==> src/crc_cfg_pkg.sv <==
// ------------------------------
// CRC-5 configuration constants
// CRC shape, engine count and credit depths
// ------------------------------
`default_nettype none

package crc_cfg_pkg;

  // Generator x^5 + x^2 + 1
  localparam int CRC_WIDTH = 5;
  localparam logic [CRC_WIDTH-1:0] CRC_POLY = 5'b00101;  // Low bits of the generator
  localparam logic [CRC_WIDTH-1:0] CRC_INIT = 5'b11111;  // Preset at each frame start

  localparam int NUM_ENGINES   = 4;                      // Parallel bit-serial engines
  localparam int ENG_SEL_WIDTH = $clog2(NUM_ENGINES);   // Round-robin pointer width

  // Byte slots per engine, equal to the dispatcher's starting credits
  localparam int ENG_BYTE_DEPTH = 2;
  localparam int ENG_CNT_WIDTH  = $clog2(ENG_BYTE_DEPTH + 1);

  localparam int IN_DEPTH  = 4;            // Input buffer, upstream starting credits
  localparam int LEN_WIDTH = 8;            // Frame length, 1 to 255 bytes

  // Downstream credits may pile up while results are scarce
  localparam int RES_CREDIT_WIDTH = 16;

endpackage

`default_nettype wire
==> src/crc_types_pkg.sv <==
// ------------------------------
// CRC-5 payload types
// Frame beat and per-frame CRC result
// ------------------------------
`default_nettype none

package crc_types_pkg;

  // One byte of a frame, 9 bits
  typedef struct packed {
    logic [7:0] data;   // Byte value, sent MSB first into the CRC
    logic       last;   // Closes the frame
  } beat_t;

  // One frame's outcome, 13 bits
  typedef struct packed {
    logic [crc_cfg_pkg::CRC_WIDTH-1:0] crc;   // Register after the last bit
    logic [crc_cfg_pkg::LEN_WIDTH-1:0] len;   // Bytes in the frame
  } crc_result_t;

endpackage

`default_nettype wire

==> src/crc5_multi_top.sv <==
// ------------------------------
// Multi-engine CRC-5 top
// Dispatcher, engine array and collector
// ------------------------------
`timescale 1ns/10ps
`default_nettype none

module crc5_multi_top (
  input  wire                          i_sys_clk,
  input  wire                          i_sys_rst,
  input  wire                          i_beat_valid,
  input  wire crc_types_pkg::beat_t    i_beat,
  output logic                         o_beat_credit,
  input  wire                          i_res_credit,
  output logic                         o_res_valid,
  output crc_types_pkg::crc_result_t   o_res
);

  localparam int N = crc_cfg_pkg::NUM_ENGINES;

  wire [N-1:0]                         eng_valid;    // Byte strobe per engine
  wire [N-1:0]                         eng_credit;   // Byte slot returned
  wire [N-1:0]                         res_valid;
  wire [N-1:0]                         res_pop;
  wire crc_types_pkg::beat_t           eng_beat;     // Shared beat bus
  wire crc_types_pkg::crc_result_t [N-1:0] eng_res;

  frame_dispatcher u_dispatch (
    .i_sys_clk     (i_sys_clk),
    .i_sys_rst     (i_sys_rst),
    .i_beat_valid  (i_beat_valid),
    .i_beat        (i_beat),
    .o_beat_credit (o_beat_credit),
    .o_eng_valid   (eng_valid),
    .o_eng_beat    (eng_beat),
    .i_eng_credit  (eng_credit)
  );

  for (genvar k = 0; k < N; k++) begin : g_eng
    crc5_serial_engine u_engine (
      .i_sys_clk   (i_sys_clk),
      .i_sys_rst   (i_sys_rst),
      .i_valid     (eng_valid[k]),
      .i_beat      (eng_beat),
      .o_credit    (eng_credit[k]),
      .o_res_valid (res_valid[k]),
      .o_res       (eng_res[k]),
      .i_res_pop   (res_pop[k])
    );
  end

  result_collector u_collect (
    .i_sys_clk    (i_sys_clk),
    .i_sys_rst    (i_sys_rst),
    .i_eng_valid  (res_valid),
    .i_eng_res    (eng_res),
    .o_eng_pop    (res_pop),
    .i_res_credit (i_res_credit),
    .o_res_valid  (o_res_valid),
    .o_res        (o_res)
  );

endmodule

`default_nettype wire

==> src/result_collector.sv <==
// ------------------------------
// Result collector
// In-order round-robin drain under
// downstream credits
// ------------------------------
`timescale 1ns/10ps
`default_nettype none

module result_collector (
  input  wire                                                       i_sys_clk,
  input  wire                                                       i_sys_rst,
  input  wire [crc_cfg_pkg::NUM_ENGINES-1:0]                        i_eng_valid,
  input  wire crc_types_pkg::crc_result_t [crc_cfg_pkg::NUM_ENGINES-1:0] i_eng_res,
  output logic [crc_cfg_pkg::NUM_ENGINES-1:0]                       o_eng_pop,
  input  wire                                                       i_res_credit,
  output logic                                                      o_res_valid,
  output crc_types_pkg::crc_result_t                                o_res
);

  localparam int N  = crc_cfg_pkg::NUM_ENGINES;
  localparam int SW = crc_cfg_pkg::ENG_SEL_WIDTH;
  localparam int RW = crc_cfg_pkg::RES_CREDIT_WIDTH;

  logic [SW-1:0] ptr;      // Engine holding the oldest frame
  logic [RW-1:0] credit;   // Downstream slots available
  logic          take;

  assign take = i_eng_valid[ptr] && (credit != '0);

  always_comb begin
    o_eng_pop      = '0;
    o_eng_pop[ptr] = take;
  end

  always_ff @(posedge i_sys_clk) begin
    if (take) begin
      o_res <= i_eng_res[ptr];
    end
  end

  always_ff @(posedge i_sys_clk or negedge i_sys_rst) begin
    if (!i_sys_rst) begin
      ptr         <= '0;
      credit      <= '0;   // Downstream grants first
      o_res_valid <= 1'b0;
    end else begin
      o_res_valid <= take;
      if (take) begin
        ptr <= (ptr == SW'(N - 1)) ? '0 : ptr + 1'b1;   // Same order as dispatch
      end
      if (i_res_credit && !take) begin
        credit <= credit + 1'b1;
      end else if (!i_res_credit && take) begin
        credit <= credit - 1'b1;
      end
    end
  end

  // Every emitted result was backed by a grant one cycle earlier
  a_spend_with_credit: assert property (@(posedge i_sys_clk) disable iff (!i_sys_rst)
    o_res_valid |-> ($past(credit) != '0))
    else $error("result_collector: result sent without credit");

  a_credit_no_wrap: assert property (@(posedge i_sys_clk) disable iff (!i_sys_rst)
    (i_res_credit && !take) |-> (credit != '1))
    else $error("result_collector: credit counter overflow");

endmodule

`default_nettype wire

==> src/crc5_serial_engine.sv <==
// ------------------------------
// Bit-serial CRC-5 engine
// One frame at a time, one bit per clock,
// result parked in a one-entry buffer
// ------------------------------
`timescale 1ns/10ps
`default_nettype none

module crc5_serial_engine (
  input  wire                          i_sys_clk,
  input  wire                          i_sys_rst,
  input  wire                          i_valid,
  input  wire crc_types_pkg::beat_t    i_beat,
  output logic                         o_credit,
  output logic                         o_res_valid,
  output crc_types_pkg::crc_result_t   o_res,
  input  wire                          i_res_pop
);

  localparam int CW = crc_cfg_pkg::CRC_WIDTH;
  localparam int LW = crc_cfg_pkg::LEN_WIDTH;

  typedef enum logic [1:0] {
    ST_IDLE,     // Waiting for a byte
    ST_SHIFT,    // Walking 8 bits
    ST_WRITE     // Frame done, result pending
  } state_t;

  state_t                     state;
  crc_types_pkg::beat_t       byte_head;
  crc_types_pkg::crc_result_t res_in;
  logic                       byte_empty;
  logic                       res_empty;
  logic                       res_full;
  logic                       pop_byte;
  logic                       push_res;
  logic [7:0]                 data_reg;    // Byte in flight, next bit at the top
  logic                       byte_last;
  logic [2:0]                 bit_cnt;
  logic [CW-1:0]              crc_q;
  logic [CW-1:0]              crc_step;
  logic [LW-1:0]              len_q;       // Bytes taken in this frame
  logic                       fb;

  credit_fifo #(
    .payload_t (crc_types_pkg::beat_t),
    .DEPTH     (crc_cfg_pkg::ENG_BYTE_DEPTH)
  ) u_byte_fifo (
    .i_sys_clk   (i_sys_clk),
    .i_sys_rst   (i_sys_rst),
    .i_push      (i_valid),
    .i_push_data (i_beat),
    .i_pop       (pop_byte),
    .o_pop_data  (byte_head),
    .o_empty     (byte_empty),
    .o_full      ()
  );

  credit_fifo #(
    .payload_t (crc_types_pkg::crc_result_t),
    .DEPTH     (1)
  ) u_res_fifo (
    .i_sys_clk   (i_sys_clk),
    .i_sys_rst   (i_sys_rst),
    .i_push      (push_res),
    .i_push_data (res_in),
    .i_pop       (i_res_pop),
    .o_pop_data  (o_res),
    .o_empty     (res_empty),
    .o_full      (res_full)
  );

  assign pop_byte    = (state == ST_IDLE) && !byte_empty;
  assign push_res    = (state == ST_WRITE) && !res_full;  // Stall here while full
  assign o_credit    = pop_byte;                         // One credit per byte slot freed
  assign o_res_valid = !res_empty;

  // Feedback is top bit XOR data bit, poly folded in on a one
  assign fb       = crc_q[CW-1] ^ data_reg[7];
  assign crc_step = {crc_q[CW-2:0], 1'b0} ^ (fb ? crc_cfg_pkg::CRC_POLY : '0);
  assign res_in   = '{crc: crc_q, len: len_q};

  always_ff @(posedge i_sys_clk) begin
    if (pop_byte) begin
      data_reg  <= byte_head.data;
      byte_last <= byte_head.last;
    end else if (state == ST_SHIFT) begin
      data_reg  <= {data_reg[6:0], 1'b0};   // MSB first
    end
  end

  always_ff @(posedge i_sys_clk or negedge i_sys_rst) begin
    if (!i_sys_rst) begin
      state   <= ST_IDLE;
      bit_cnt <= '0;
      crc_q   <= crc_cfg_pkg::CRC_INIT;
      len_q   <= '0;
    end else begin
      case (state)
        ST_IDLE: begin
          if (pop_byte) begin
            len_q <= len_q + 1'b1;
            state <= ST_SHIFT;
          end
        end
        ST_SHIFT: begin
          crc_q   <= crc_step;
          bit_cnt <= bit_cnt + 1'b1;   // Wraps to 0 after bit 7
          if (bit_cnt == 3'd7) begin
            state <= byte_last ? ST_WRITE : ST_IDLE;
          end
        end
        ST_WRITE: begin
          if (push_res) begin
            crc_q <= crc_cfg_pkg::CRC_INIT;   // Preset for the next frame
            len_q <= '0;
            state <= ST_IDLE;
          end
        end
        default: state <= ST_IDLE;
      endcase
    end
  end

endmodule

`default_nettype wire

==> src/frame_dispatcher.sv <==
// ------------------------------
// Frame dispatcher
// Buffers upstream beats, returns credits and
// steers whole frames round robin to the engines
// ------------------------------
`timescale 1ns/10ps
`default_nettype none

module frame_dispatcher (
  input  wire                                      i_sys_clk,
  input  wire                                      i_sys_rst,
  input  wire                                      i_beat_valid,
  input  wire crc_types_pkg::beat_t                i_beat,
  output logic                                     o_beat_credit,
  output logic [crc_cfg_pkg::NUM_ENGINES-1:0]      o_eng_valid,
  output crc_types_pkg::beat_t                     o_eng_beat,
  input  wire  [crc_cfg_pkg::NUM_ENGINES-1:0]      i_eng_credit
);

  localparam int N   = crc_cfg_pkg::NUM_ENGINES;
  localparam int SW  = crc_cfg_pkg::ENG_SEL_WIDTH;
  localparam int CW  = crc_cfg_pkg::ENG_CNT_WIDTH;

  crc_types_pkg::beat_t head;         // Oldest buffered beat
  logic                 in_empty;
  logic                 fwd;          // Head leaves this cycle
  logic [SW-1:0]        target;       // Engine owning the current frame
  logic [CW-1:0]        eng_cnt [N];  // Free byte slots per engine

  // Upstream never sends without credit, so the full flag stays unused
  credit_fifo #(
    .payload_t (crc_types_pkg::beat_t),
    .DEPTH     (crc_cfg_pkg::IN_DEPTH)
  ) u_in_fifo (
    .i_sys_clk   (i_sys_clk),
    .i_sys_rst   (i_sys_rst),
    .i_push      (i_beat_valid),
    .i_push_data (i_beat),
    .i_pop       (fwd),
    .o_pop_data  (head),
    .o_empty     (in_empty),
    .o_full      ()
  );

  assign fwd        = !in_empty && (eng_cnt[target] != '0);
  assign o_eng_beat = head;   // Shared bus, valid selects the engine

  always_comb begin
    o_eng_valid         = '0;
    o_eng_valid[target] = fwd;
  end

  always_ff @(posedge i_sys_clk or negedge i_sys_rst) begin
    if (!i_sys_rst) begin
      o_beat_credit <= 1'b0;
      target        <= '0;
      for (int k = 0; k < N; k++) begin
        eng_cnt[k] <= CW'(crc_cfg_pkg::ENG_BYTE_DEPTH);  // Engines start empty
      end
    end else begin
      o_beat_credit <= fwd;   // Freed slot goes back upstream next cycle
      if (fwd && head.last) begin
        target <= (target == SW'(N - 1)) ? '0 : target + 1'b1;
      end
      for (int k = 0; k < N; k++) begin
        if (i_eng_credit[k] && !o_eng_valid[k]) begin
          eng_cnt[k] <= eng_cnt[k] + 1'b1;
        end else if (!i_eng_credit[k] && o_eng_valid[k]) begin
          eng_cnt[k] <= eng_cnt[k] - 1'b1;
        end
      end
    end
  end

  // Engine credit returns must balance the bytes sent to it
  for (genvar k = 0; k < N; k++) begin : g_chk
    a_eng_credit: assert property (@(posedge i_sys_clk) disable iff (!i_sys_rst)
      (eng_cnt[k] <= CW'(crc_cfg_pkg::ENG_BYTE_DEPTH)) &&
      (o_eng_valid[k] -> (eng_cnt[k] != '0)))
      else $error("frame_dispatcher: engine %0d credit out of range", k);
  end

endmodule

`default_nettype wire

==> src/credit_fifo.sv <==
// ------------------------------
// Small circular FIFO
// Show-ahead head, any packed payload
// ------------------------------
`timescale 1ns/10ps
`default_nettype none

module credit_fifo #(
  parameter type payload_t = logic [7:0],
  parameter int  DEPTH     = 2
) (
  input  wire           i_sys_clk,
  input  wire           i_sys_rst,
  input  wire           i_push,
  input  wire payload_t i_push_data,
  input  wire           i_pop,
  output payload_t      o_pop_data,
  output logic          o_empty,
  output logic          o_full
);

  localparam int PTR_W = (DEPTH > 1) ? $clog2(DEPTH) : 1;  // Depth 1 still needs a bit
  localparam int CNT_W = $clog2(DEPTH + 1);

  payload_t         mem [DEPTH];
  logic [PTR_W-1:0] wr_ptr;
  logic [PTR_W-1:0] rd_ptr;
  logic [CNT_W-1:0] count;    // Occupancy
  logic             do_push;
  logic             do_pop;

  assign o_empty    = (count == '0);
  assign o_full     = (count == CNT_W'(DEPTH));
  assign do_pop     = i_pop && !o_empty;
  assign do_push    = i_push && (!o_full || do_pop);  // Slot freed in the same cycle
  assign o_pop_data = mem[rd_ptr];                      // Head visible before the pop

  always_ff @(posedge i_sys_clk) begin
    if (do_push) begin
      mem[wr_ptr] <= i_push_data;
    end
  end

  always_ff @(posedge i_sys_clk or negedge i_sys_rst) begin
    if (!i_sys_rst) begin
      wr_ptr <= '0;
      rd_ptr <= '0;
      count  <= '0;
    end else begin
      if (do_push) begin
        wr_ptr <= (wr_ptr == PTR_W'(DEPTH - 1)) ? '0 : wr_ptr + 1'b1;  // Wrap at depth
      end
      if (do_pop) begin
        rd_ptr <= (rd_ptr == PTR_W'(DEPTH - 1)) ? '0 : rd_ptr + 1'b1;
      end
      case ({do_push, do_pop})
        2'b10:   count <= count + 1'b1;
        2'b01:   count <= count - 1'b1;
        default: count <= count;       // Both or neither
      endcase
    end
  end

  // Credit discipline of the producer and consumer keeps these quiet
  a_no_overflow: assert property (@(posedge i_sys_clk) disable iff (!i_sys_rst)
    i_push |-> (!o_full || i_pop))
    else $error("credit_fifo: push while full");

  a_no_underflow: assert property (@(posedge i_sys_clk) disable iff (!i_sys_rst)
    i_pop |-> !o_empty)
    else $error("credit_fifo: pop while empty");

endmodule

`default_nettype wire

==> config.mk <==
export PLATFORM = sky130hd
export DESIGN_NAME = crc5_multi_top
export DESIGN_NICKNAME = d
export VERILOG_FILES = /design/src/crc_cfg_pkg.sv /design/src/crc_types_pkg.sv /design/src/crc5_multi_top.sv /design/src/result_collector.sv /design/src/crc5_serial_engine.sv /design/src/frame_dispatcher.sv /design/src/credit_fifo.sv
export SDC_FILE = /design/constraint.sdc
export NUM_CORES = 1
export LEC_CHECK = 0
export BUFFER_PORTS_ARGS = -buffer_cell sky130_fd_sc_hd__buf_4
export CAP_MARGIN = 20
export CORE_ASPECT_RATIO = 0.9
export CORE_MARGIN = 4
export CORE_UTILIZATION = 57
export DETAILED_ROUTE_END_ITERATION = 12
export PLACE_DENSITY = 0.87
export SLEW_MARGIN = 25
export SYNTH_ARGS = -nofsm -noshare
export SYNTH_HDL_FRONTEND = slang
export SYNTH_HIERARCHICAL = 1
export SYNTH_SLANG_ARGS = --single-unit
==> constraint.sdc <==
create_clock -name i_sys_clk -period 3.45 [get_ports i_sys_clk]
set_input_delay 0.1725 -clock i_sys_clk [delete_from_list [all_inputs] [get_ports i_sys_clk]]
set_output_delay 0.1725 -clock i_sys_clk [all_outputs]
set_load 0.05 [all_outputs]
==> metrics.log <==
INFO  metric clock_tree.buffer_depth = 3
INFO  metric dr_total_vias = ~9300
INFO  metric critPathMostFrequentCell = inv_1
INFO  metric critPathArrivalTime = roughly 3.7 ns
INFO  metric finalWorstSetupSlack = ~0.14 ns
INFO  metric worstRegToRegCells = 15
INFO  metric critical_path.max_stage_delay = ~0.49 ns
INFO  metric clk_pin_slew_worst_paths = roughly 0.060 ns
INFO  metric timing.max_slew.rel_slack = 37.9%
INFO  metric ir_drop_worst_case_vdd = approximately 520 uV
INFO  metric final_min_period_over_clock_period = between 90% and 100%
INFO  metric worst_path_maximum_fanout = 17
INFO  metric min_period = approximately 3.3 ns
INFO  metric core.rowCount = 56
INFO  metric setup-violations-final = 0
INFO  metric synthesis.area = around 15000 um^2
INFO  metric n_antenna_cell = 0
INFO  metric path_cells = inv_1 > inv_1 > mux4_2 > and2_4 > inv_2 > ha_2 > clkinvlp_4 > buf_12 > ha_1 > nand4_1 > o21ai_0 > a31oi_1 > o31a_1 > nor4bb_1 > or3_1
INFO  metric synthesis.nets = about 1200
INFO  metric leakage = ~6.5 nW
INFO  metric io_buffers = 27
INFO  metric hold_violations = 0
INFO  metric setup.worst_path.class = reg2reg
INFO  metric timing.critical_path.from_type = flip-flop
INFO  metric wl = approximately 30 mm
INFO  metric finalCoreUtilization = between 60% and 70%
INFO  metric globalRouteOverflowTotal = 0
INFO  metric synthCells = between 1000 and 1500
INFO  metric finalClockSkew = 0.0131 ns
INFO  metric num-fill-cells = between 1500 and 2000
INFO  metric grt_antenna_before_repair = 0
INFO  metric clk_root_buffer_cell = clkbuf_16
INFO  metric global_route_wire_length_before_repair = a little under 50 mm
INFO  metric io_pins = 28
INFO  metric multiInputGateArea = roughly 5200 um^2
INFO  metric cts_max_level = 2
INFO  metric timing.critical_path.buf_inv = 5
INFO  metric worst_ep_required_time = about 3.8 ns
INFO  metric cts_num_sinks = 338
INFO  metric type_of_the_worst_min_delay_path = in2reg
INFO  metric vias_per_cell = about 6
INFO  metric slew_worst_pin = just over 0.9 ns
INFO  metric drt_first_iter_violations = 827
INFO  metric power_per_cell_area = between 500 and 600 nW/um^2
INFO  metric die_w = between 150 and 200 um
INFO  metric final_cell_area = 17000 um^2
INFO  metric die_h = around 160 um
INFO  metric ant_nets = 0
INFO  metric globalRouteTotalUtil = around a fifth
INFO  metric ff_latch_area = between 9000 and 10000 um^2
INFO  metric report.power.total = 0.00958 W
INFO  metric achievable-frequency = about 0.30 GHz
INFO  metric final_max_slew_viol_count = 0
INFO  metric place_hpwl = around 20 mm
INFO  metric standard_cell_core_area = about 26000 um^2
INFO  metric critical_path.top_delay_family = simple AND/OR/NAND/NOR gates
INFO  metric cts_inserted_buffers = 34
INFO  metric final.setup.tns = 0 ns
INFO  metric design.final.nets = ~1300
INFO  metric whs_path_depth = 3
INFO  metric dp_slack = 0.0508 ns
INFO  metric syn2layout_area_growth = 12.9%
INFO  metric drt-wirelength-per-cell = roughly 19 um
INFO  metric die_area = 29100 um^2
INFO  metric largest_register_ffs = between 70 and 80
INFO  metric grt_pass1_vias = 9552
INFO  metric cpMaxStageDelayCell = mux4_2
INFO  metric largest_register = g_eng.u_engine/u_byte_fifo/mem
INFO  metric initial_utilization = between 50% and 60%
INFO  metric post_synth.cell_area_avg = about 13 um^2
INFO  metric drt_drc_violations_left = 0
INFO  metric layout_top_registers = g_eng.u_engine/u_byte_fifo/mem (72), g_eng.u_engine/u_res_fifo/mem (52), u_dispatch/u_in_fifo/mem (36)
INFO  metric status = completed
INFO  metric worstSetupPathDepth = 15
INFO  metric drt_pre_antenna_iters = 5
INFO  metric clock_insertion_delay_worst_skew = about 0.51 ns
INFO  metric globalplace.congestion = approximately 0.88
INFO  metric dpl_cell_area = approximately 16000 um^2
INFO  metric yosysWarningCount = 6
INFO  metric pin_count_of_the_biggest_net_entering_global_routing = 110
INFO  metric post_route_cells_drive_above_1_share = 20.1%
INFO  metric worstSetupEndpointType = flip-flop
INFO  metric maxCapViolCount = 0
INFO  metric cts_tree = built
-- worst paths after layout --
kind	from	endpoint	slack [ns]
max	g_eng[0].u_engine/u_res_fifo/o_full	u_collect/credit[12]	0.14
min	i_beat_valid	u_dispatch/u_in_fifo/count[0]	0.08
max reg2reg	g_eng[0].u_engine/u_res_fifo/o_full	u_collect/credit[12]	0.14
min reg2reg	g_eng[1].u_engine/bit_cnt[2]	g_eng[1].u_engine/bit_cnt[2]	0.48
max in group asynchronous	i_sys_rst	u_dispatch/eng_cnt[3]	2.28
min in group asynchronous	i_sys_rst	u_collect/credit[6]	0.33
-- through the flow --
stage                     hold WS (ns)  instances
final                           0.0766       1598
after global routing             0.115       1598
after global placement           0.372       1526
after floorplan                 -0.123       1150
after detailed placement         0.376       1526
after CTS                       0.0580       1597
-- layout by cell type, fill, tap and decap left out, types with 6 or more instances in the layout --
cell / count
dfrtp_1: 105
nor3_1: 23
dfstp_2: 24
o211ai_1: 6
nor4_1: 8
a21o_1: 9
inv_1: 36
clkbuf_1: 9
mux4_2: 23
mux2_2: 33
clkinv_1: 6
buf_4: 62
o31ai_1: 9
nor2b_1: 9
and2_1: 8
xor2_1: 22
mux2i_1: 9
nand3_1: 26
o21ai_1: 10
mux2_1: 8
nand4_1: 8
or3_1: 15
nand2b_1: 18
clkbuf_16: 35
xnor2_1: 29
o21ai_0: 42
nand2_1: 196
nor2_1: 30
edfxtp_1: 209
a22oi_1: 8
a21oi_1: 40
ha_1: 45
dlygate4sd3_1: 10
-- area by class of cell --
cell class	count	area share, %
Timing Repair Buffer	74	3.52
Inverter	42	0.948
Clock buffer	46	5.50
Clock inverter	15	0.713
Tap cell	348	2.56
Multi-Input combinational cell	735	30.8
Sequential cell	338	56.0
-- where the power goes --
| part | internal, W | leakage [nW] | switching (W) |
|---|---|---|---|
| Combinational | 0.000615 | 2.65 | 0.000763 |
| Sequential | 0.00453 | 3.30 | 0.000162 |
| Clock | 0.00200 | 0.508 | 0.00150 |
-- layer usage --
| metal | vias up | global-route usage, % | share of wire (%) |
|---|---|---|---|
| met5 | - | 0 | 0 |
| met4 | 0 | 6.82 | 2.7 |
| met3 | 66 | 2.71 | 4.7 |
| met2 | 277 | 35.8 | 51 |
| met1 | 4671 | 27.0 | 42 |
| li1 | 4319 | - | - |
-- what timing repair did --
action / in CTS / in global routing
hold buffers: 10 / 0
endpoints found under the hold margin: 122 / 0
setup buffers: 0 / 1
gates resized for setup: 0 / 8
setup endpoints to repair: 0 / 8
-- worst min-delay path: stages --
cell and delay (ns):
buf_4 0.13, xor2_1 0.09, o21ai_0 0.14
(Power assumes the default switching activity.)
